`src/verilog/tester_pkg.sv`:
```
package tester_pkg;

   // Widths shared by the serial link and the program memory
   typedef logic [7:0]  byte_t;
   typedef logic [63:0] word_t;
   typedef logic [13:0] mem_addr_t;

   // Command decoder states, shown on the board LEDs
   typedef enum logic [3:0] {
      ST_IDLE    = 4'd0,
      ST_ADDR_HI,
      ST_ADDR_LO,
      ST_DATA,
      ST_WRITE,
      ST_READ,
      ST_SEND
   } mmu_state_t;

   // ASCII W and R
   localparam byte_t CMD_WRITE = 8'h57;
   localparam byte_t CMD_READ  = 8'h52;

   localparam int WORD_BYTES = 8;

   // Clocks per serial bit, br_cfg 3 is the fastest rate
   function automatic int unsigned bit_period(input int unsigned base,
                                              input logic [1:0]  br_cfg);
      case (br_cfg)
         2'd0:    return base * 8;
         2'd1:    return base * 4;
         2'd2:    return base * 2;
         default: return base;
      endcase
   endfunction

endpackage

```
`src/verilog/uart_tx.sv`:
```
`timescale 1ns/1ps

module uart_tx #(
   parameter int unsigned BAUD_BASE = 651
) (
   input  logic              clk_100mhz_buf,
   input  logic              rst_n,
   input  logic [1:0]        br_cfg,
   input  logic              tx_start,
   input  tester_pkg::byte_t tx_data,
   output logic              txd,
   output logic              tx_busy
);

   import tester_pkg::*;

   logic [15:0] period;
   logic [15:0] baud_cnt;
   logic [3:0]  bits_left;
   logic        bit_end;
   logic        load;
   logic        shift;
   // Data bits followed by the stop bit
   logic [8:0]  shifter;

   assign period  = 16'(bit_period(BAUD_BASE, br_cfg));
   assign bit_end = (baud_cnt == '0);
   assign load    = !tx_busy && tx_start;
   assign shift   = tx_busy && bit_end && (bits_left != '0);

   always_ff @(posedge clk_100mhz_buf or negedge rst_n) begin
      if (!rst_n) begin
         txd       <= 1'b1;
         tx_busy   <= 1'b0;
         baud_cnt  <= '0;
         bits_left <= '0;
      end else if (load) begin
         // Start bit goes out right away
         txd       <= 1'b0;
         tx_busy   <= 1'b1;
         baud_cnt  <= period - 16'd1;
         bits_left <= 4'd9;
      end else if (tx_busy) begin
         if (!bit_end) begin
            baud_cnt <= baud_cnt - 16'd1;
         end else if (bits_left == '0) begin
            // Stop bit has run its full length
            tx_busy <= 1'b0;
         end else begin
            txd       <= shifter[0];
            bits_left <= bits_left - 4'd1;
            baud_cnt  <= period - 16'd1;
         end
      end
   end

   always_ff @(posedge clk_100mhz_buf) begin
      if (load) begin
         shifter <= {1'b1, tx_data};
      end else if (shift) begin
         shifter <= {1'b1, shifter[8:1]};
      end
   end

endmodule
```
`config.mk`:
```
export PLATFORM = sky130hd
export DESIGN_NAME = uart_tx
export DESIGN_NICKNAME = d
export VERILOG_FILES = /design/src/verilog/tester_pkg.sv /design/src/verilog/uart_tx.sv
export SDC_FILE = /design/constraint.sdc
export NUM_CORES = 1
export LEC_CHECK = 0
export ABC_AREA = 1
export BUFFER_PORTS_ARGS = -buffer_cell sky130_fd_sc_hd__clkbuf_2
export CORE_MARGIN = 2
export CORE_UTILIZATION = 53
export DETAILED_ROUTE_END_ITERATION = 16
export GPL_TIMING_DRIVEN = 1
export PLACE_DENSITY = 0.82
export SLEW_MARGIN = 20
export SYNTH_ARGS = -nofsm -noshare
export SYNTH_HDL_FRONTEND = slang
export SYNTH_SLANG_ARGS = --single-unit
```
`constraint.sdc`:
```
create_clock -name clk_100mhz_buf -period 1.85 [get_ports clk_100mhz_buf]
set_clock_uncertainty 0.15 [all_clocks]
set_input_delay 0.555 -clock clk_100mhz_buf [delete_from_list [all_inputs] [get_ports clk_100mhz_buf]]
set_output_delay 0.555 -clock clk_100mhz_buf [all_outputs]
set_load 0.02 [all_outputs]
```
==> PnR_summary.wiki <==
{| class="wikitable"
! Metric !! Value
|-
| Hold violation total from the final report || 0
|-
| Area taken by flip-flops and latches || 793 sq um
|-
| Number of cells traversed by the worst register-to-register path || 12
|-
| Post-detailed-route DRC marker count || 0
|-
| Share of the synthesized area in the top cell type || 0.282
|-
| CP required || roughly 2000 ps
|-
| Commonest cells after routing, fill and taps aside || sky130_fd_sc_hd__nand2_1 (73), sky130_fd_sc_hd__nor2_1 (20), sky130_fd_sc_hd__dfrtp_1 (20)
|-
| IR Drop Worst-Case VDD || 0.519 mV
|-
| Dominant cells by area after synthesis || sky130_fd_sc_hd__dfrtp_1 (28%), sky130_fd_sc_hd__nand2_1 (15%), sky130_fd_sc_hd__edfxtp_1 (13%)
|-
| Via count of the first global-routing pass || between 1000 and 1500
|-
| Number of storage elements in the synthesis netlist || 30
|-
| Diode insertion count for antenna repair || 0
|-
| Grt ovf || 0
|-
| Unrepaired setup endpoints after global routing || true
|-
| Setup TNS after final layout || 0 ps
|-
| Data arrival, critical path || between 1500 and 2000 ps
|-
| DIE AREA || 4010 sq um
|-
| Mapped Cells || 236
|-
| Final standard cell utilization of the core || 0.660
|-
| Core Rows || 21
|-
| CTS max path bufs || 2
|-
| Area of the core || 3360 sq um
|-
| Number of antenna violations at the first check in global routing || 0
|-
| Post-synth cell types || 33
|-
| Total routed wirelength || 3990 um
|-
| I/O Buffers || 14
|-
| Cell chosen for the clock root || sky130_fd_sc_hd__clkbuf_4
|-
| Effective utilization at floorplan || 0.555
|-
| Classification of the worst setup path || reg -> reg
|-
| CTS Sinks || 30
|-
| Layout Nets || 289
|-
| Number of DRC markers in iteration 0 || slightly below 60
|-
| Post-synthesis sequential area ratio || 0.425
|-
| H-tree levels || 2
|-
| Slew at the pin closest to its max-slew limit || 555 ps
|-
| Final clock period utilization by the worst path || 0.983
|-
| Switch share || 0.375
|-
| Clock transition at the registers of the reported paths || 110 ps
|-
| Max capacitance violation total || 0
|-
| Final-report setup violation count || 0
|-
| Routability cong. || 0.884
|-
| Top cell type by total area after synthesis || sky130_fd_sc_hd__dfrtp_1
|-
| Average detailed-routed wire length per instance || 12.5 um
|-
| Run status || complete, no violations
|-
| Startpoint type of the worst setup path || register
|-
| Static Leak || 1.05 nW
|-
| Worst slew slack as a fraction of its limit || 0.630
|-
| Crit Path Max Fanout || 3
|-
| Area occupied by multi-input gates || 995 sq um
|-
| Antenna viol nets, final || 0
|-
| Latest clock arrival within the worst-skew pair || around 340 ps
|-
| Overall die height || between 60 and 70 um
|-
| Total clock buffers created by CTS || 5
|-
| Detailed-route via count || 1612
|-
| CTS tree || built
|-
| Initial DRT Pass Iterations || 4
|-
| Synthesis Warnings || 0
|-
| Net count after synthesis || 253
|-
| Fillers || 280
|-
| Pin count of the biggest net entering global routing || 23
|-
| Power spent charging and discharging nets || approximately 0.70 mW
|-
| Fraction of final layout cells sized beyond drive strength 1 || 0.293
|-
| I/O pin count || 15
|-
| Relative contribution of sequential cells to total power || 0.488
|-
| Avg Synthesized Cell Area || 7.90 sq um
|-
| Netlist area before placement || between 1500 and 2000 sq um
|-
| Type of the worst min-delay path || in -> async
|-
| Total power per unit cell area || 839 nW/um^2
|-
| Max Fclk || 550 MHz
|-
| Share of power burned in the clock network || 0.206
|-
| Shortest clock period the worst path allows after layout || 1820 ps
|-
| Leading cell type in the layout, fill and taps excluded || sky130_fd_sc_hd__nand2_1
|-
| Total chip power || approximately 1.9 mW
|-
| Wire length of the first global-routing pass || 6710 um
|-
| Int Pwr || about 1.2 mW
|-
| X dimension of the die || around 63 um
|-
| Endpoint kind of the worst setup timing path || register
|-
| Final slew viol count || 0
|-
| Reg-to-reg slack, setup || just over 30 ps
|-
| GRT Total Usage || 0.216
|-
| Gate power share || 0.306
|-
| Routed vias/inst || 5.05
|-
| HPWL after detailed placement || 2850 um
|-
| Growth of design area from synthesis to finish || 19.0%
|}
[through the flow]
| stage | setup slack, ps | area, sq um | instances | hold slack, ps |
|---|---|---|---|---|
| 2_1_floorplan | 83.2 | 1870 | 236 | 109 |
| 3_3_place_gp | 73.2 | 2030 | 303 | 304 |
| 3_5_place_dp | 34.8 | 2030 | 303 | 305 |
| 4_1_cts | 1.91 | 2090 | 311 | 38.1 |
| 5_1_grt | -77.6 | 2220 | 319 | 68.1 |
| 6_report | 30.5 | 2220 | 319 | 29.6 |
[sequential cells by signal, indices dropped and copies added, names as in the netlist]
register	flops
baud_cnt	16
shifter	8
bits_left	4
tx_busy	1
txd	1
[repair_timing]
item / CTS / global route
hold buffers: 0 / 0
buffers inserted: 0 / 8
hold endpoints to repair: 0 / 0
gates resized for setup: 0 / 24
endpoints found under the setup margin: 0 / 28
[per-layer routing]
layer | part of all wire | GRT usage | vias to the layer above | wire length (um)
met5 | 0 | 0 | - | 0
met4 | 0.020 | 0.0788 | 0 | 80
met3 | 0.054 | 0.0464 | 10 | 215
met2 | 0.48 | 0.334 | 50 | 1910
met1 | 0.45 | 0.299 | 722 | 1790
li1 | - | - | 830 | -
[layout make-up]
cell class,count,area share
well taps,46,0.0259
clock buffers,5,0.0169
repair buffers,34,0.104
inverters,24,0.0406
multi-input cells,177,0.448
flip-flops and latches,30,0.357
clock inverters,3,0.00732
[worst max-delay path, cell delays in order (launching register included)]
cell and delay, ps:
sky130_fd_sc_hd__dfrtp_1 410, sky130_fd_sc_hd__inv_2 70, sky130_fd_sc_hd__buf_6 100, sky130_fd_sc_hd__ha_4 130, sky130_fd_sc_hd__inv_2 40, sky130_fd_sc_hd__nor3_4 210, sky130_fd_sc_hd__buf_4 160, sky130_fd_sc_hd__nand2_1 70
sky130_fd_sc_hd__xnor2_1 160, sky130_fd_sc_hd__nand2_1 70, sky130_fd_sc_hd__nand2_1 80, sky130_fd_sc_hd__nand2_1 50, sky130_fd_sc_hd__nand2_1 50
[path summary, 6_finish.rpt]
kind,startpoint,endpoint
worst max register to register,baud_cnt[1],baud_cnt[12]
worst max-delay path,baud_cnt[1],baud_cnt[12]
worst min-delay path,rst_n,baud_cnt[8]
max in group asynchronous,rst_n,baud_cnt[2]
min in group clk_100mhz_buf,txd,txd
worst min register to register,txd,txd
[power by group through the flow]
stage	Sequential (mW)	Combinational (mW)	Clock, mW
finish	0.910	0.570	0.383
global route	0.928	0.651	0.424
CTS	0.879	0.506	0.394
detailed placement	0.889	0.506	0
global placement	0.892	0.494	0
floorplan	0.861	0.380	0
[logic make-up (layout without fill, tap and decap cells)]
| kind of cell | Yosys count | count (layout) | share of synthesized area |
|---|---|---|---|
| xor+xnor | 8 | 8 | 0.0376 |
| simple gates | 138 | 138 | 0.346 |
| compound gates | 27 | 27 | 0.0892 |
| flops | 30 | 30 | 0.425 |
| fa+ha+maj | 4 | 4 | 0.0268 |
| buf+inv | 29 | 66 | 0.0758 |
[cell usage after synthesis]
cell type,number
sky130_fd_sc_hd__edfxtp_1,8
sky130_fd_sc_hd__xor2_1,6
sky130_fd_sc_hd__o211ai_2,2
sky130_fd_sc_hd__buf_6,3
sky130_fd_sc_hd__nand2_4,2
sky130_fd_sc_hd__dfstp_2,1
sky130_fd_sc_hd__inv_2,1
sky130_fd_sc_hd__nand2_2,5
sky130_fd_sc_hd__o31ai_1,2
sky130_fd_sc_hd__nor2_4,2
sky130_fd_sc_hd__nand3_1,15
sky130_fd_sc_hd__a21oi_1,4
sky130_fd_sc_hd__nand3_4,1
sky130_fd_sc_hd__o211ai_1,1
sky130_fd_sc_hd__nand2_1,75
sky130_fd_sc_hd__nor2_1,24
sky130_fd_sc_hd__nand3_2,4
sky130_fd_sc_hd__clkbuf_1,1
sky130_fd_sc_hd__o22ai_2,1
sky130_fd_sc_hd__nor3_2,1
sky130_fd_sc_hd__clkbuf_8,1
sky130_fd_sc_hd__nand4_1,2
sky130_fd_sc_hd__xnor2_1,2
sky130_fd_sc_hd__dfrtp_1,21
sky130_fd_sc_hd__nor2_2,4
sky130_fd_sc_hd__inv_1,22
sky130_fd_sc_hd__or2_2,2
sky130_fd_sc_hd__nor3_1,1
sky130_fd_sc_hd__o21ai_0,10
sky130_fd_sc_hd__ha_1,4
sky130_fd_sc_hd__clkinv_1,1
sky130_fd_sc_hd__o21ai_1,6
sky130_fd_sc_hd__o22ai_1,1
Note: power is estimated with default switching activity, not from simulation.
