## config.mk

```make
export PLATFORM = sky130hd
export DESIGN_NAME = uart_rx
export DESIGN_NICKNAME = d
export VERILOG_FILES = /design/src/verilog/tester_pkg.sv /design/src/verilog/uart_rx.sv
export SDC_FILE = /design/constraint.sdc
export NUM_CORES = 1
export LEC_CHECK = 0
export ABC_CLOCK_PERIOD_IN_PS = 4400
export BUFFER_PORTS_ARGS = -buffer_cell sky130_fd_sc_hd__buf_4
export CAP_MARGIN = 20
export CORE_ASPECT_RATIO = 0.6
export CORE_MARGIN = 2
export CORE_UTILIZATION = 29
export CTS_CLUSTER_DIAMETER = 150
export CTS_CLUSTER_SIZE = 10
export DETAILED_ROUTE_END_ITERATION = 8
export SYNTH_ARGS = -nofsm -noshare
export SYNTH_HDL_FRONTEND = slang
export SYNTH_SLANG_ARGS = --single-unit
```

## constraint.sdc

```tcl
create_clock -name clk_100mhz_buf -period 4.4 [get_ports clk_100mhz_buf]
set_input_delay 0.22 -clock clk_100mhz_buf [delete_from_list [all_inputs] [get_ports clk_100mhz_buf]]
set_output_delay 0.22 -clock clk_100mhz_buf [all_outputs]
set_load 0.1 [all_outputs]
```

## src/verilog/tester_pkg.sv

```systemverilog
package tester_pkg;

   // Widths shared by the serial link and the program memory
   typedef logic [7:0]  byte_t;
   typedef logic [63:0] word_t;
   typedef logic [13:0] mem_addr_t;

   // Command decoder states, shown on the board LEDs
   typedef enum logic [3:0] {
      ST_IDLE    = 4'd0,
      ST_ADDR_HI,
      ST_ADDR_LO,
      ST_DATA,
      ST_WRITE,
      ST_READ,
      ST_SEND
   } mmu_state_t;

   // ASCII W and R
   localparam byte_t CMD_WRITE = 8'h57;
   localparam byte_t CMD_READ  = 8'h52;

   localparam int WORD_BYTES = 8;

   // Clocks per serial bit, br_cfg 3 is the fastest rate
   function automatic int unsigned bit_period(input int unsigned base,
                                              input logic [1:0]  br_cfg);
      case (br_cfg)
         2'd0:    return base * 8;
         2'd1:    return base * 4;
         2'd2:    return base * 2;
         default: return base;
      endcase
   endfunction

endpackage

```

## src/verilog/uart_rx.sv

```systemverilog
`timescale 1ns/1ps

module uart_rx #(
   parameter int unsigned BAUD_BASE = 651
) (
   input  logic              clk_100mhz_buf,
   input  logic              rst_n,
   input  logic              rxd,
   input  logic [1:0]        br_cfg,
   output tester_pkg::byte_t rx_data,
   output logic              rx_valid
);

   import tester_pkg::*;

   typedef enum logic [1:0] {
      RX_IDLE,
      RX_START,
      RX_DATA,
      RX_STOP
   } rx_state_t;

   rx_state_t   rx_state;
   logic        rxd_meta;
   logic        rxd_sync;
   logic        rxd_prev;
   logic [15:0] period;
   logic [15:0] baud_cnt;
   logic [2:0]  bit_idx;
   logic        sample;
   byte_t       shift_reg;

   assign period  = 16'(bit_period(BAUD_BASE, br_cfg));
   assign sample  = (baud_cnt == '0);
   assign rx_data = shift_reg;

   // Two flop synchronizer, plus one more stage for edge detect
   always_ff @(posedge clk_100mhz_buf or negedge rst_n) begin
      if (!rst_n) begin
         rxd_meta <= 1'b1;
         rxd_sync <= 1'b1;
         rxd_prev <= 1'b1;
      end else begin
         rxd_meta <= rxd;
         rxd_sync <= rxd_meta;
         rxd_prev <= rxd_sync;
      end
   end

   always_ff @(posedge clk_100mhz_buf or negedge rst_n) begin
      if (!rst_n) begin
         rx_state <= RX_IDLE;
         baud_cnt <= '0;
         bit_idx  <= '0;
         rx_valid <= 1'b0;
      end else begin
         rx_valid <= 1'b0;
         if (rx_state != RX_IDLE && !sample) begin
            baud_cnt <= baud_cnt - 16'd1;
         end
         case (rx_state)
            RX_IDLE: begin
               // Half a bit to land in the middle of the start bit
               if (rxd_prev && !rxd_sync) begin
                  baud_cnt <= (period >> 1) - 16'd1;
                  rx_state <= RX_START;
               end
            end
            RX_START: begin
               if (sample) begin
                  baud_cnt <= period - 16'd1;
                  bit_idx  <= '0;
                  // A high line here was only a glitch
                  rx_state <= rxd_sync ? RX_IDLE : RX_DATA;
               end
            end
            RX_DATA: begin
               if (sample) begin
                  baud_cnt <= period - 16'd1;
                  bit_idx  <= bit_idx + 3'd1;
                  if (bit_idx == 3'd7) begin
                     rx_state <= RX_STOP;
                  end
               end
            end
            RX_STOP: begin
               if (sample) begin
                  // Framing error drops the byte
                  rx_valid <= rxd_sync;
                  rx_state <= RX_IDLE;
               end
            end
            default: rx_state <= RX_IDLE;
         endcase
      end
   end

   // LSB arrives first
   always_ff @(posedge clk_100mhz_buf) begin
      if (rx_state == RX_DATA && sample) begin
         shift_reg <= {rxd_sync, shift_reg[7:1]};
      end
   end

endmodule

```

==> results.md <==
- The number of DRC markers in iteration 0 is 147.
- The width of the chip is 112 um.
- In this run the tightest slew margin relative to its limit is 0.538.
- After global routing the overflow that remains totals 0.
- The most used standard cell by instance count after synthesis is sky130_fd_sc_hd__dfrtp_1.
- In the synthesized netlist the async set-or-reset flop fraction comes to 0.758.
- After synthesis, the mean cell area works out to 10.7 um2.
- The aggregate routed wire length is approximately 4400 um.
- Entering global routing, the biggest net connects 26 pins.
- The number of hold buffers added after CTS is 1.
- The netlist uses 54 different library cells.
- Of all cell types, the one taking the most synthesized area is sky130_fd_sc_hd__dfrtp_1.
- The leakage power is 0.000982 uW.
- In this run the vertical extent of the chip is 68.7 um.
- The final-report hold violation count came to 0.
- For this configuration, the core starts out at a cell density of 0.301.
- The CTS sink count is 33.
- The slack of the worst reg-to-reg path is roughly 1800 ps.
- In this run the remaining antenna-violating nets after routing total 0.
- After synthesis the cells add up to 2020 um2.
- Setup repair after global routing left no endpoint under its margin.
- The launching point of the worst reg2reg path is baud_cnt[0].
- The total of fill cells in the finished design is 686.
- In the final design database the tool counted 226 nets.
- The actual transition at the worst max-transition pin is between 600 and 700 ps.
- The floorplan has 23 rows.
- Counting the buffers created by CTS gives 5.
- The total of warnings raised by yosys is 0.
- The clock reaches the later pin of the worst-skew pair after around 280 ps.
- For this run, the slowest stage of the critical path takes 700 ps.
- The shortest clock period the worst path allows after layout is 2570 ps.
- The all-layer global routing usage is 0.126.
- The core utilization of the finished layout is 0.348.
- In this run the worst path has a maximum fanout of 19.
- For this design the ratio of total power to cell area is 673 nW/um2.
- No sink is reached through more buffers than the 2 on the longest clock path.
- Traced cell by cell, the critical path runs through inv_1 -> ha_1 -> nor3b_1 -> and4_1 -> o21ai_0 -> a21oi_1 -> o22ai_1.
- The number of search-and-repair iterations in the first detailed-routing pass is 4.
- Counting instances, the worst hold path has a depth of 1.
- The number of max-capacitance violations reported is 0.
- The setup skew after layout is 3.57 ps.
- For this run, the top clock speed supported by timing is 0.390 GHz.
- The flow ran to the end, and the final reports show no timing, DRC or antenna violations.
- The number of slew-limit violations in the final report is 0.
- In the synthesized netlist, the cells that appear most often are sky130_fd_sc_hd__dfrtp_1, sky130_fd_sc_hd__ha_1, sky130_fd_sc_hd__xnor2_1.
- The via count of the first global-routing pass was 1433.
- The die covers 7670 um2.
- Summed over all nets, the half-perimeter wirelength after detailed placement is 3210 um.
- The wire length of the first global-routing pass is 7430 um.
- The worst path required time is about 4500 ps.
- When the netlist entered floorplanning its net count stood at 210.
- The startpoint type of the worst setup path is a register.
- In the finished design, the share of the clock period the worst path needs comes to 0.583.
- After clock tree synthesis, the repair step resized 0 gates.
- The routed wirelength normalized by instance count is 14.9 um.
- After detailed routing, the number of remaining DRC violations is 0.
- For this run, the register share of the synthesized area comes to 0.430.
- From synthesis to final layout, the design area changed by 15.5%.
- The worst-case reg-to-reg path depth is 7.
- The share of synthesized area in the top cell type comes to 0.272.
- Ranked by total cell area, the synthesized netlist is headed by sky130_fd_sc_hd__dfrtp_1, sky130_fd_sc_hd__edfxtp_1, sky130_fd_sc_hd__ha_1, sky130_fd_sc_hd__xnor2_1, sky130_fd_sc_hd__dfstp_2.
- The number of register bits inferred by synthesis is 33.
- The number of antenna violations at the first check in global routing is 0.
- The predominant post-synthesis flop cell is sky130_fd_sc_hd__dfrtp_1.
- In the routed layout, each cell is associated on average with a via count of 5.02.
- The class of the most critical setup path is reg2reg.
- The total area inside the core boundary comes to about 6700 um2.
- Summed over all failing endpoints, the final setup total negative slack is 0 ps.
- The cell with the largest stage delay on the worst path is sky130_fd_sc_hd__and4_1.
- The TritonCTS clock tree is done.
- The layout cell share with drive strength beyond 1 is 0.175.
- For the worst setup path, the data arrival time is 2690 ps.
- Routability-driven placement finished with a final weighted congestion of 0.847.
- The count of flip-flops with a built-in enable after synthesis is 8.
- Clock tree synthesis selected as its root buffer the cell sky130_fd_sc_hd__clkbuf_16.
- The total I/O pin count is 14.
- The tightest min-delay check is of the in2reg type.
- In this run the number of H-tree levels came out at 2.
- The number of setup buffers added after CTS is 0.
- The path with the worst hold slack has its endpoint at rxd_meta.
- The CTS clock-pin slew for the worst setup and hold paths is about 50 ps.
- The number of I/O port buffers is 13.
- The repair_antennas step left the layout with diodes totalling 0.
- Summing all multi-input logic gate instances after layout gives 1070 um2.
- The worst setup path is captured at a register.
- The maximum vdd drop is 0.233 mV.
- The worst hold path begins at rxd.
- The sequential cell area in the final layout is approximately 870 um2.
- The worst register-to-register path ends at baud_cnt[9].
- The vias after detailed routing is 1471.
- The number of failing setup endpoints in the final timing report is 0.
- In the synthesized netlist, the number of instances is 189.
-- worst max path at each step --
stage                startpoint           end  slack, ps  cells after the start
floorplan           baud_cnt[0]    rx_data[0]       2440                      7
global placement    baud_cnt[0]    rx_data[0]       2010                      5
detailed placement  baud_cnt[0]  baud_cnt[11]       1940                      7
CTS                 baud_cnt[0]   baud_cnt[9]       1870                      7
global route        baud_cnt[0]   baud_cnt[9]       1590                      7
finish              baud_cnt[0]   baud_cnt[9]       1830                      7
-- flip-flops by register name, indices dropped and copies added, names as in the netlist, named ones only --
signal / flops
baud_cnt: 16
bit_idx: 3
rx_data: 8
rx_state: 1
rx_valid: 1
rxd_meta: 1
rxd_prev: 1
rxd_sync: 1
-- cells in the final DEF, fill, tap and decap left out, types with 2 or more instances in the layout --
cell type / count
sky130_fd_sc_hd__nor4_4: 3
sky130_fd_sc_hd__nor3_1: 9
sky130_fd_sc_hd__nand3_1: 5
sky130_fd_sc_hd__ha_1: 16
sky130_fd_sc_hd__o22a_1: 2
sky130_fd_sc_hd__a22o_1: 5
sky130_fd_sc_hd__buf_4: 13
sky130_fd_sc_hd__edfxtp_1: 8
sky130_fd_sc_hd__nor3b_1: 2
sky130_fd_sc_hd__o21ai_0: 7
sky130_fd_sc_hd__or3_1: 2
sky130_fd_sc_hd__a21o_1: 2
sky130_fd_sc_hd__clkbuf_16: 5
sky130_fd_sc_hd__nor2_1: 10
sky130_fd_sc_hd__o22ai_1: 6
sky130_fd_sc_hd__nor4_1: 3
sky130_fd_sc_hd__a22oi_1: 3
sky130_fd_sc_hd__or2_2: 2
sky130_fd_sc_hd__a21oi_1: 11
sky130_fd_sc_hd__xnor2_1: 13
sky130_fd_sc_hd__clkinv_2: 2
sky130_fd_sc_hd__nor4b_1: 2
sky130_fd_sc_hd__dfstp_2: 3
sky130_fd_sc_hd__nand2_1: 10
sky130_fd_sc_hd__o21bai_1: 2
sky130_fd_sc_hd__inv_1: 11
sky130_fd_sc_hd__dfrtp_1: 22
-- routing by layer --
layer | part of all wire | wire [um] | global-route usage
met3 | 0.089 | 389 | 0.0463
met1 | 0.55 | 2390 | 0.195
met5 | 0 | 0 | 0
met4 | 0.0032 | 14 | 0.0417
met2 | 0.36 | 1570 | 0.155
-- critical path: cells and delay by family (launching register included) --
family	cells	cell delay, ps
and+or+nand+nor	2	1020
AOI/OAI and AO/OA	3	720
adders and majority gates	1	180
DFF	1	410
buffers and inverters	1	70
-- where the power goes --
group / leakage (uW) / internal [uW] / switching (uW)
logic: 0.000515 / 309 / 446
clock network: 0.0000706 / 207 / 124
registers: 0.000396 / 387 / 97.9
-- cell type report --
class | instances | share of cell area
Multi-Input combinational cell | 140 | 0.457
Tap cell | 87 | 0.0466
Inverter | 11 | 0.0177
Clock buffer | 6 | 0.0552
Clock inverter | 2 | 0.00429
Timing Repair Buffer | 14 | 0.0461
Sequential cell | 33 | 0.373
-- stage by stage --
stage                     power, uW  cells  hold slack, ps  area, um2  worst slack, ps
after detailed placement       1220    284             154       2180             1940
final                          1570    293            45.4       2330             1830
after floorplan                1090    189           -75.6       2020             2440
after global routing           1690    293            43.4       2330             1590
after global placement         1230    284             152       2180             2010
after CTS                      1570    293            42.3       2330             1870
-- cell families after synthesis --
logic type	share of synthesized area
buffers and inverters	0.0415
AOI/OAI and AO/OA	0.170
DFF	0.430
xor gates and xnor gates	0.0607
adders and majority gates	0.0991
muxes	0.00557
and+or+nand+nor	0.193
Power figures use the tool's default switching activity.
