`src/verilog/tester_pkg.sv`:
```
package tester_pkg;

   // Widths shared by the serial link and the program memory
   typedef logic [7:0]  byte_t;
   typedef logic [63:0] word_t;
   typedef logic [13:0] mem_addr_t;

   // Command decoder states, shown on the board LEDs
   typedef enum logic [3:0] {
      ST_IDLE    = 4'd0,
      ST_ADDR_HI,
      ST_ADDR_LO,
      ST_DATA,
      ST_WRITE,
      ST_READ,
      ST_SEND
   } mmu_state_t;

   // ASCII W and R
   localparam byte_t CMD_WRITE = 8'h57;
   localparam byte_t CMD_READ  = 8'h52;

   localparam int WORD_BYTES = 8;

   // Clocks per serial bit, br_cfg 3 is the fastest rate
   function automatic int unsigned bit_period(input int unsigned base,
                                              input logic [1:0]  br_cfg);
      case (br_cfg)
         2'd0:    return base * 8;
         2'd1:    return base * 4;
         2'd2:    return base * 2;
         default: return base;
      endcase
   endfunction

endpackage

```
`src/verilog/mmu.sv`:
```
`timescale 1ns/1ps

module mmu (
   input  logic                   clk_100mhz_buf,
   input  logic                   rst_n,
   input  tester_pkg::byte_t      rx_data,
   input  logic                   rx_valid,
   input  logic                   tx_busy,
   input  tester_pkg::word_t      doutb,
   output logic                   tx_start,
   output tester_pkg::byte_t      tx_data,
   output logic                   enb,
   output logic                   web,
   output tester_pkg::mem_addr_t  addrb,
   output tester_pkg::word_t      dinb,
   output tester_pkg::mmu_state_t state
);

   import tester_pkg::*;

   logic       is_read;
   // Low in the enable cycle of a read, high while doutb settles
   logic       rd_pending;
   logic [3:0] byte_cnt;
   logic       last_data;
   logic       send_done;
   word_t      word_reg;

   assign last_data = (byte_cnt == 4'(WORD_BYTES - 1));
   assign send_done = (byte_cnt == 4'(WORD_BYTES));

   //////////////////////////////////////////////////////////////////////
   // Memory port and serial handshake
   //////////////////////////////////////////////////////////////////////

   assign enb  = (state == ST_WRITE) || (state == ST_READ && !rd_pending);
   assign web  = (state == ST_WRITE);
   assign dinb = word_reg;

   // Transmitter raises busy the next cycle, so this is a single pulse
   assign tx_start = (state == ST_SEND) && !tx_busy && !send_done;
   assign tx_data  = word_reg[63:56];

   //////////////////////////////////////////////////////////////////////
   // Command FSM
   //////////////////////////////////////////////////////////////////////

   always_ff @(posedge clk_100mhz_buf or negedge rst_n) begin
      if (!rst_n) begin
         state      <= ST_IDLE;
         is_read    <= 1'b0;
         rd_pending <= 1'b0;
         byte_cnt   <= '0;
      end else begin
         case (state)
            ST_IDLE: begin
               if (rx_valid && rx_data == CMD_WRITE) begin
                  is_read <= 1'b0;
                  state   <= ST_ADDR_HI;
               end else if (rx_valid && rx_data == CMD_READ) begin
                  is_read <= 1'b1;
                  state   <= ST_ADDR_HI;
               end
            end
            ST_ADDR_HI: begin
               if (rx_valid) begin
                  state <= ST_ADDR_LO;
               end
            end
            ST_ADDR_LO: begin
               if (rx_valid) begin
                  byte_cnt <= '0;
                  state    <= is_read ? ST_READ : ST_DATA;
               end
            end
            ST_DATA: begin
               if (rx_valid) begin
                  byte_cnt <= byte_cnt + 4'd1;
                  if (last_data) begin
                     state <= ST_WRITE;
                  end
               end
            end
            ST_WRITE: state <= ST_IDLE;
            ST_READ: begin
               rd_pending <= !rd_pending;
               if (rd_pending) begin
                  state <= ST_SEND;
               end
            end
            ST_SEND: begin
               if (tx_start) begin
                  byte_cnt <= byte_cnt + 4'd1;
               end else if (send_done && !tx_busy) begin
                  state <= ST_IDLE;
               end
            end
            default: state <= ST_IDLE;
         endcase
      end
   end

   // Address and word assembly, MSB first in both directions
   always_ff @(posedge clk_100mhz_buf) begin
      case (state)
         ST_ADDR_HI: begin
            // Top two address bits are dropped
            if (rx_valid) begin
               addrb[13:8] <= rx_data[5:0];
            end
         end
         ST_ADDR_LO: begin
            if (rx_valid) begin
               addrb[7:0] <= rx_data;
            end
         end
         ST_DATA: begin
            if (rx_valid) begin
               word_reg <= {word_reg[55:0], rx_data};
            end
         end
         ST_READ: begin
            if (rd_pending) begin
               word_reg <= doutb;
            end
         end
         ST_SEND: begin
            if (tx_start) begin
               word_reg <= {word_reg[55:0], 8'h00};
            end
         end
         default: ;
      endcase
   end

endmodule

```
`config.mk`:
```
export PLATFORM = sky130hd
export DESIGN_NAME = mmu
export DESIGN_NICKNAME = d
export VERILOG_FILES = /design/src/verilog/tester_pkg.sv /design/src/verilog/mmu.sv
export SDC_FILE = /design/constraint.sdc
export NUM_CORES = 1
export LEC_CHECK = 0
export BUFFER_PORTS_ARGS = -buffer_cell sky130_fd_sc_hd__buf_2
export CAP_MARGIN = 20
export CELL_PAD_IN_SITES_DETAIL_PLACEMENT = 0
export CELL_PAD_IN_SITES_GLOBAL_PLACEMENT = 1
export CORE_ASPECT_RATIO = 1.5
export CORE_MARGIN = 1.5
export CORE_UTILIZATION = 34
export DETAILED_ROUTE_END_ITERATION = 12
export PLACE_DENSITY = 0.86
export SETUP_SLACK_MARGIN = 0.5
export SYNTH_ARGS = -nofsm -noshare
export SYNTH_HDL_FRONTEND = slang
export SYNTH_SLANG_ARGS = --single-unit
```
`constraint.sdc`:
```
create_clock -name clk_100mhz_buf -period 5.85 [get_ports clk_100mhz_buf]
set_input_delay 0 -clock clk_100mhz_buf [delete_from_list [all_inputs] [get_ports clk_100mhz_buf]]
set_output_delay 0 -clock clk_100mhz_buf [all_outputs]
set_load 0.02 [all_outputs]
```
==> results of run 1 <==
stage by stage:
| step | setup WS (ns) | hold slack, ns |
|---|---|---|
| floorplan | 1.49 | -0.296 |
| detailed placement | 2.81 | -0.131 |
| global route | 3.09 | 0.0522 |
| finish | 3.32 | 0.0430 |
| CTS | 2.79 | 0.0227 |
| global placement | 2.89 | -0.133 |
cell families (layout without fill, tap and decap cells):
| group | after synthesis | after routing | synth area share |
|---|---|---|---|
| xor+xnor | 3 | 3 | 0.00676 |
| mux | 57 | 57 | 0.165 |
| fa+ha+maj | 2 | 2 | 0.00644 |
| buf+inv | 25 | 255 | 0.0364 |
| other cells | 1 | 1 | 0.000965 |
| flops | 87 | 87 | 0.661 |
| compound gates | 37 | 37 | 0.0628 |
| simple gates | 42 | 42 | 0.0609 |
registers in the layout, indices dropped and copies added, names as in the netlist:
name	count
state	3
rd_pending	1
dinb	64
addrb	14
byte_cnt	4
is_read	1
power groups by stage:
stage          Clock [mW]  Combinational [mW]  Sequential [mW]
6_report            0.582               0.509            0.890
4_1_cts             0.600               0.509            0.889
3_5_place_dp            0               0.474            0.900
2_1_floorplan           0               0.253            0.967
5_1_grt             0.616               0.548            0.905
3_3_place_gp            0               0.464            0.896
synth_stat cells, types with 2 or more instances:
| master | instances |
|---|---|
| nor3_1 | 3 |
| buf_2 | 8 |
| ha_1 | 2 |
| edfxtp_1 | 78 |
| a22oi_1 | 9 |
| dfrtp_1 | 9 |
| a21oi_1 | 4 |
| nand2_1 | 14 |
| nand3_1 | 2 |
| o31ai_1 | 2 |
| inv_2 | 2 |
| mux2_2 | 26 |
| or3_1 | 2 |
| mux2_1 | 31 |
| buf_4 | 10 |
| nand3b_1 | 3 |
| o21ai_0 | 14 |
| inv_1 | 3 |
| clkbuf_1 | 2 |
| nor2_1 | 6 |
| xnor2_1 | 2 |
| nand2b_1 | 2 |
| and3b_1 | 3 |
metal layers:
metal | GRT usage | share of wire | vias to the layer above
met2 | 0.295 | 0.53 | 148
li1 | - | - | 1418
met1 | 0.177 | 0.39 | 1432
met4 | 0.0600 | 0.017 | 0
met3 | 0.0357 | 0.059 | 14
met5 | 0 | 0 | -
final timing paths:
path | from | endpoint | slack, ns | depth (start not counted)
max in group asynchronous | rst_n | is_read$_DFFE_PN0P_ | 5.60 | 2
min reg2reg | dinb[39]$_DFFE_PP_ | dinb[47]$_DFFE_PP_ | 0.56 | 1
min | doutb[7] | dinb[7]$_DFFE_PP_ | 0.04 | 3
max reg2reg | state[1]$_DFFE_PN0P_ | state[0]$_DFFE_PN0P_ | 3.32 | 6
min in group asynchronous | rst_n | state[2]$_DFFE_PN0P_ | 0.06 | 2
max | state[1]$_DFFE_PN0P_ | state[0]$_DFFE_PN0P_ | 3.32 | 6
worst max-delay path, stage by stage (launching register included):
cell	delay, ns
dfrtp_1	0.76
nand3b_1	0.28
buf_8	0.22
buf_4	0.44
o32ai_1	0.22
nor2_1	0.14
mux2_1	0.32
layout make-up:
cell class	instances	area share
repair buffers	235	0.263
clock buffers	9	0.0390
inverters	5	0.00325
well taps	147	0.0318
multi-input cells	142	0.206
flip-flops and latches	87	0.444
clock inverters	6	0.0132
==> run_results.csv, run 1 <==
group,metric,value,unit
timing,drv_slew,0,
finish,utilization,0.520,
grt,grt_usage,0.160,
finish,regArea,2570,um^2
placement,gp_congestion,0.837,
finish,design_area,5780,um^2
die,row_count,47,
route,num_vias,3012,
pwr,power.share.clock,0.294,
synth,ys_types,40,
synth,synth_nets,332,
clock_tree,h-tree-depth,3,
timing,setup_violations,0,
pwr,leakagePower,2.37,nW
timing,setup_tns,0,ns
timing,max_freq,395,MHz
die,die_y,134,um
clock_tree,cts_resized,0,
timing,hold_viol_final,0,
clock_tree,post_cts_buffers,0,
route,avgRoutedWirePerCell,15.5,um
finish,mostFrequentLayoutCells,"167 x buf_2, 78 x edfxtp_1, 65 x dlygate4sd3_1, 31 x mux2_1, 26 x mux2_2",
synth,syn_inst,254,
clock_tree,cts_tree,"built",
grt,grt_max_degree,65,
synth,ys_warn_count,0,
route,ant_nets,0,
pwr,share_comb_of_total_power,0.257,
synth,synth_top_area_frac,0.603,
route,drt-initial-drc-count,81,
clock_tree,cts-root-buf,"clkbuf_16",
finish,drive_above_1_share,0.444,
critical_path,critPathKind,"register to register",
die,core,11100,um^2
placement,dp.cells,550,
clock_tree,clkSinkCount,87,
critical_path,start_kind,"register",
timing,skew,0.00821,ns
finish,finalNonFillerCells,631,
die,initial_utilization,0.350,
pwr,ir_drop,0.227,mV
finish,final_nets,558,
clock_tree,clock_latency,0.33,ns
clock_tree,path_clk_slew,0.06,ns
grt,grt_pass1_wl,15100,um
pwr,finalPower,1.98,mW
synth,ys.flop_type,"edfxtp_1",
synth,yosysSeqAreaShare,0.661,
outcome,status,"complete, no violations",
die,num_io_pins,169,
route,wirelength,9750,um
critical_path,worstPathArrival,2.74,ns
timing,final.min_clock_period,2.53,ns
critical_path,worstPathRequired,6.06,ns
clock_tree,hold_buffers,65,
pwr,switching_share,0.304,
synth,async_reset_ff_frac,0.103,
synth,synth_area,3890,um^2
critical_path,cp_max_fo,37,
placement,place_hpwl,6480,um
critical_path,cp-end-kind,"register",
die,die_w,90.3,um
placement,dpl_cell_area,4810,um^2
synth,synth_edf_count,78,
pwr,power.internal,1.38,mW
timing,finalCritPeriodShare,0.432,
grt,grt_overflow,0,
synth,yosysTopAreaCell,"edfxtp_1",
synth,yosys-top-cells-area,"edfxtp_1 60%, mux2_1 9.0%, mux2_2 7.5%",
finish,multi_input_area,1190,um^2
pwr,p_per_area,343,nW/um^2
synth,synth_area_per_cell,15.3,um^2
grt,grt_pass1_vias,3061,
die,die_area,12100,um^2
timing,max-slew-margin-rel,0.441,
grt,antenna_found_initial,0,
route,vias_per_cell,4.77,
finish,antenna_cells,0,
synth,ys_ff_latch,87,
route,drc,0,
route,drtPass1Iterations,4,
clock_tree,clock_path_buffers,2,
finish,mostFrequentLayoutCell,"buf_2",
placement,numPortBuffers,167,
pwr,sequentialPowerShare,0.450,
job,cap_violations,0,
hold_path,hold_path.class,"input pin to register",
finish,synthToLayoutAreaGrowth,48.6,%
timing,rsz0062_at_grt,"false",
pwr,p_sw,0.603,mW
finish,fill_cells,950,
timing,worstMarginPinSlew,0.839,ns
clock_tree,numCtsBuffers,9,
(Power assumes the default switching activity.)
==> inputs of run 2 (changes only) <==
- CORE_UTILIZATION: 34 -> 37
- PLACE_DENSITY: 0.86 -> 0.88
- clock period: 5.85 -> 2.5 ns (I/O delays scaled with it)
==> run 2 against run 1 <==
Design area hardly changed. Register-to-register slack lost 2.7 ns. Clock skew down 0.0038 ns. Highest routed layer unchanged. Flip-flop and latch count is the same. Fmax grew 37%. Combinational power grew 140%. Wire length is 0.88% higher. Worst hold slack got worse by 0.029 ns.
==> run_results.csv, run 2 (synthesized netlist as in run 1, its figures left out) <==
group,metric,value,unit
outcome,status,"complete, no violations",
critical_path,reg2reg_slack,0.65,ns
grt,antenna_found_initial,0,
clock_tree,clkSinkCount,87,
hold_path,hold_end,"dinb[21]$_DFFE_PP_",
route,num_vias,2994,
pwr,power.share.clock,0.273,
critical_path,worstReg2RegStart,"state[1]$_DFFE_PN0P_",
grt,grt_pass1_vias,2965,
clock_tree,cts-root-buf,"clkbuf_16",
finish,largest_reg_flops,64,
critical_path,timing.rr.end,"dinb[21]$_DFFE_PP_",
grt,grt_overflow,0,
finish,mostFrequentLayoutCells,"167 x buf_2, 78 x edfxtp_1, 64 x dlygate4sd3_1, 31 x mux2_1, 26 x mux2_2",
timing,worstMarginPinSlew,0.541,ns
clock_tree,numCtsBuffers,9,
finish,regArea,2570,um^2
route,drtPass1Iterations,4,
finish,mostFrequentLayoutCell,"buf_2",
placement,dp.cells,547,
timing,setup_tns,0,ns
die,row_count,45,
timing,rsz0062_at_grt,"false",
critical_path,critPathKind,"register to register",
clock_tree,clock_latency,0.33,ns
clock_tree,cts_tree,"built",
route,drt-initial-drc-count,93,
finish,multi_input_area,1200,um^2
critical_path,cp-end-kind,"register",
finish,antenna_cells,0,
route,wirelength,9840,um
timing,setup_violations,0,
route,avgRoutedWirePerCell,15.7,um
critical_path,worstPathRequired,2.58,ns
die,die_area,11100,um^2
finish,finalNonFillerCells,627,
placement,numPortBuffers,167,
pwr,ir_drop,0.408,mV
critical_path,rr_worst_depth,3,
finish,drive_above_1_share,0.467,
job,cap_violations,0,
critical_path,cp_max_fo,28,
timing,max-slew-margin-rel,0.639,
grt,grt_usage,0.177,
hold_path,min_path_cells,2,
pwr,p_per_area,788,nW/um^2
die,die_w,86.7,um
die,initial_utilization,0.381,
pwr,p_sw,1.48,mW
route,ant_nets,0,
timing,final.min_clock_period,1.85,ns
route,vias_per_cell,4.78,
timing,max_freq,541,MHz
pwr,leakagePower,2.35,nW
route,drc,0,
die,core,10200,um^2
grt,grt_max_degree,45,
placement,gp_congestion,0.837,
timing,skew,0.00442,ns
die,num_io_pins,169,
clock_tree,path_clk_slew,0.06,ns
finish,final_nets,559,
pwr,sequentialPowerShare,0.460,
clock_tree,clock_path_buffers,2,
grt,grt_pass1_wl,14800,um
clock_tree,h-tree-depth,3,
pwr,share_comb_of_total_power,0.267,
die,die_y,129,um
timing,drv_slew,0,
pwr,switching_share,0.325,
hold_path,hold_path.class,"input pin to register",
critical_path,start_kind,"register",
timing,finalCritPeriodShare,0.740,
timing,hold_viol_final,0,
critical_path,worstPathArrival,1.93,ns
finish,fill_cells,811,
finish,synthToLayoutAreaGrowth,48.7,%
placement,place_hpwl,6640,um
pwr,power.internal,3.07,mW
hold_path,hold_start,"doutb[21]",
run 2: cell types whose count changed in the layout (fill, tap and decap cells not counted), sizes merged:
cell         change
clkinvlp         +4
clkinv           -3
buf              +2
bufinv           -2
inv              +2
dlygate4sd3      -1
run 2: area by class of cell:
| type | instances | area share |
|---|---|---|
| sequential | 87 | 0.445 |
| timing repair buffer | 236 | 0.264 |
| multi-input combinational | 142 | 0.208 |
| clock buffer | 9 | 0.0390 |
| tap | 141 | 0.0305 |
| clock inverter | 7 | 0.00974 |
| inverter | 5 | 0.00325 |
run 2: worst max-delay path by stage:
stage	endpoint	slack, ns	startpoint
after CTS	dinb[45]$_DFFE_PP_	0.59	state[1]$_DFFE_PN0P_
after floorplan	dinb[0]$_DFFE_PP_	0.14	state[0]$_DFFE_PN0P_
after global routing	dinb[21]$_DFFE_PP_	0.56	state[2]$_DFFE_PN0P_
after detailed placement	dinb[51]$_DFFE_PP_	0.60	state[1]$_DFFE_PN0P_
final	dinb[21]$_DFFE_PP_	0.65	state[1]$_DFFE_PN0P_
after global placement	dinb[21]$_DFFE_PP_	0.65	state[1]$_DFFE_PN0P_
run 2: repair_timing:
action | CTS | global route
endpoints found under the hold margin | 79 | 0
setup buffers | 0 | 0
hold buffers | 64 | 0
endpoints found under the setup margin | 0 | 3
resized for setup | 0 | 1
run 2: stage by stage:
| step | worst slack (ns) | hold WS (ns) | util | power, mW | cell area (um^2) |
|---|---|---|---|---|---|
| floorplan | 0.145 | -0.296 | - | 2.88 | 3920 |
| global placement | 0.646 | -0.129 | 0.476 | 3.23 | 4850 |
| detailed placement | 0.600 | -0.131 | 0.476 | 3.26 | 4850 |
| CTS | 0.595 | 0.00742 | 0.567 | 4.60 | 5780 |
| global route | 0.565 | 0.0133 | 0.567 | 4.79 | 5780 |
| finish | 0.650 | 0.0137 | 0.567 | 4.55 | 5780 |
run 2: layer usage:
layer  global-route usage  up-vias  wire length (um)
met4               0.0759        0               171
li1                     -     1422                 -
met1                0.193     1406              3810
met5                    0        -                 0
met3               0.0378       16               644
met2                0.327      150              5210
run 2: power by group through the flow:
| stage | Sequential, mW | Combinational [mW] | Clock, mW |
|---|---|---|---|
| detailed placement | 2.12 | 1.14 | 0 |
| CTS | 2.09 | 1.22 | 1.29 |
| global placement | 2.11 | 1.12 | 0 |
| finish | 2.10 | 1.22 | 1.24 |
| floorplan | 2.25 | 0.622 | 0 |
| global route | 2.13 | 1.32 | 1.34 |
run 2: critical path: stages (launching register included):
cell and delay (ns):
dfrtp_4 0.58, nand3b_1 0.20, buf_4 0.40, mux2_2 0.41
==> inputs of run 3 (changes only) <==
- clock period: 2.5 -> 1.9 ns (I/O delays scaled with it)
==> run 3 against run 2 <==
Fmax is 11% higher. Sequential power up 27%. Die area is the same. Clock-buffer cell count is the same. Clock skew increased by 0.0042 ns. Clock power up 40%. Largest power group is now combinational cells. Register-to-register slack got worse by 0.42 ns. First-iteration DRC count grew 11%. Via count up 9.3%. Global-route usage rose by 3.0 points. Combinational power grew 120%. Power rose by 56%.
==> run_results.csv, run 3 (synthesized netlist as in run 1, its figures left out) <==
group,metric,value,unit
timing,rsz0062_at_grt,"true",
job,cap_violations,0,
finish,mostFrequentLayoutCells,"165 x buf_2, 78 x edfxtp_1, 65 x dlygate4sd3_1, 31 x mux2_4, 25 x mux2_2",
placement,dpl_cell_area,5070,um^2
pwr,ir_drop,0.580,mV
clock_tree,numCtsBuffers,9,
timing,setup_violations,0,
route,drc,0,
grt,antenna_found_initial,0,
timing,finalCritPeriodShare,0.876,
placement,place_ws,0.163,ns
die,core,10200,um^2
outcome,status,"complete, no violations",
hold_path,hold_start,"doutb[5]",
clock_tree,clkSinkCount,87,
finish,synthToLayoutAreaGrowth,75.0,%
grt,grt_max_degree,20,
clock_tree,h-tree-depth,3,
route,ant_nets,0,
die,die_y,129,um
hold_path,min_path_cells,3,
pwr,power.share.clock,0.246,
timing,drv_slew,0,
finish,largest_reg_flops,64,
finish,utilization,0.667,
pwr,p_per_area,1040,nW/um^2
timing,max_freq,601,MHz
die,row_count,45,
clock_tree,clock_path_buffers,2,
finish,design_area,6800,um^2
route,avgRoutedWirePerCell,17.7,um
clock_tree,path_clk_slew,0.07,ns
clock_tree,clock_latency,0.33,ns
critical_path,worstReg2RegStart,"state[1]$_DFFE_PN0P_",
critical_path,cp-end-kind,"register",
route,vias_per_cell,4.88,
pwr,sequentialPowerShare,0.377,
timing,hold_viol_final,0,
critical_path,timing.rr.end,"dinb[17]$_DFFE_PP_",
pwr,switching_share,0.318,
route,drtPass1Iterations,4,
critical_path,worstPathRequired,1.97,ns
hold_path,hold_end,"dinb[5]$_DFFE_PP_",
finish,mostFrequentLayoutCell,"buf_2",
die,die_w,86.7,um
grt,grt_usage,0.207,
timing,layout_setup_ws,0.235,ns
pwr,power.internal,4.84,mW
finish,antenna_cells,0,
placement,place_hpwl,6890,um
finish,drive_above_1_share,0.594,
placement,dp.cells,551,
route,wirelength,11900,um
finish,finalNonFillerCells,670,
clock_tree,cts_tree,"built",
critical_path,critPathKind,"register to register",
timing,skew,0.00858,ns
grt,grt_overflow,0,
route,drt-initial-drc-count,103,
pwr,leakagePower,2.93,nW
die,initial_utilization,0.381,
grt,grt_pass1_vias,3465,
die,num_io_pins,169,
critical_path,reg2reg_slack,0.24,ns
hold_path,hold_path.class,"input pin to register",
critical_path,rr_worst_depth,5,
critical_path,start_kind,"register",
timing,final.min_clock_period,1.67,ns
critical_path,worstPathArrival,1.74,ns
clock_tree,cts-root-buf,"clkbuf_16",
pwr,p_sw,2.26,mW
placement,numPortBuffers,167,
route,num_vias,3271,
die,die_area,11100,um^2
critical_path,cp_max_fo,6,
finish,final_nets,602,
placement,gp_congestion,0.798,
pwr,share_comb_of_total_power,0.378,
grt,grt_pass1_wl,17200,um
==> run 3: changes by cell type in the layout (fill, tap and decap cells not counted), moves of 3 or more <==
cell / delta
buf_4: +15
clkinvlp_4: -3
buf_6: +7
mux2_1: -30
buf_16: +11
buf_12: +3
mux2_4: +31
buf_8: +3
clkbuf_16: +5
==> run 3: power groups by stage <==
stage	Sequential (mW)	Clock (mW)	Combinational, mW
after global routing	2.70	1.87	2.84
final	2.67	1.74	2.68
after detailed placement	2.72	0	1.80
after global placement	2.71	0	1.78
after CTS	2.66	1.78	2.38
after floorplan	2.97	0	0.958
==> run 3: how the worst max path moves through the flow <==
| stage | start | end | slack (ns) | depth (start not counted) |
|---|---|---|---|---|
| 2_1_floorplan | state[0]$_DFFE_PN0P_ | dinb[0]$_DFFE_PP_ | -0.46 | 3 |
| 3_3_place_gp | state[1]$_DFFE_PN0P_ | state[0]$_DFFE_PN0P_ | 0.21 | 5 |
| 3_5_place_dp | byte_cnt[0]$_DFFE_PN0P_ | dinb[54]$_DFFE_PP_ | 0.16 | 6 |
| 4_1_cts | state[0]$_DFFE_PN0P_ | state[0]$_DFFE_PN0P_ | 0.29 | 6 |
| 5_1_grt | state[0]$_DFFE_PN0P_ | is_read$_DFFE_PN0P_ | 0.15 | 6 |
| 6_report | state[1]$_DFFE_PN0P_ | dinb[17]$_DFFE_PP_ | 0.24 | 5 |
==> run 3: routing by layer <==
| metal | wire [um] | global-route usage | up-vias |
|---|---|---|---|
| met2 | 6470 | 0.391 | 175 |
| met1 | 4230 | 0.210 | 1550 |
| met5 | 0 | 0 | - |
| met3 | 840 | 0.0507 | 28 |
| met4 | 328 | 0.0958 | 0 |
| li1 | - | - | 1518 |
==> run 3: critical path, stage by stage, from the launching register on <==
cell	delay, ns
dfrtp_2	0.45
nand3b_1	0.23
buf_6	0.18
buf_12	0.13
buf_16	0.13
mux2_2	0.28
==> run 3: per-stage QoR <==
stage                     power, mW  setup TNS (ns)  hold slack [ns]
final                          7.10               0           0.0281
after detailed placement       4.52               0           -0.121
after floorplan                3.93          -29.15           -0.296
after CTS                      6.81               0          0.00240
after global placement         4.48               0           -0.120
after global routing           7.41               0           0.0392
==> run 3: layout make-up <==
cell class	instances	area, um^2
fillers	686	3390
well taps	141	176
inverters	5	21.3
repair buffers	279	2250
multi-input cells	142	1480
clock inverters	7	72.6
clock buffers	9	225
flip-flops and latches	87	2570
==> run 3: what timing repair did <==
action,in CTS,in global routing
gates resized for setup,29,23
buffers inserted,16,8
hold endpoints to repair,80,1
pin swaps,6,8
hold buffers,64,1
setup endpoints to repair,150,152
gates cloned,8,6
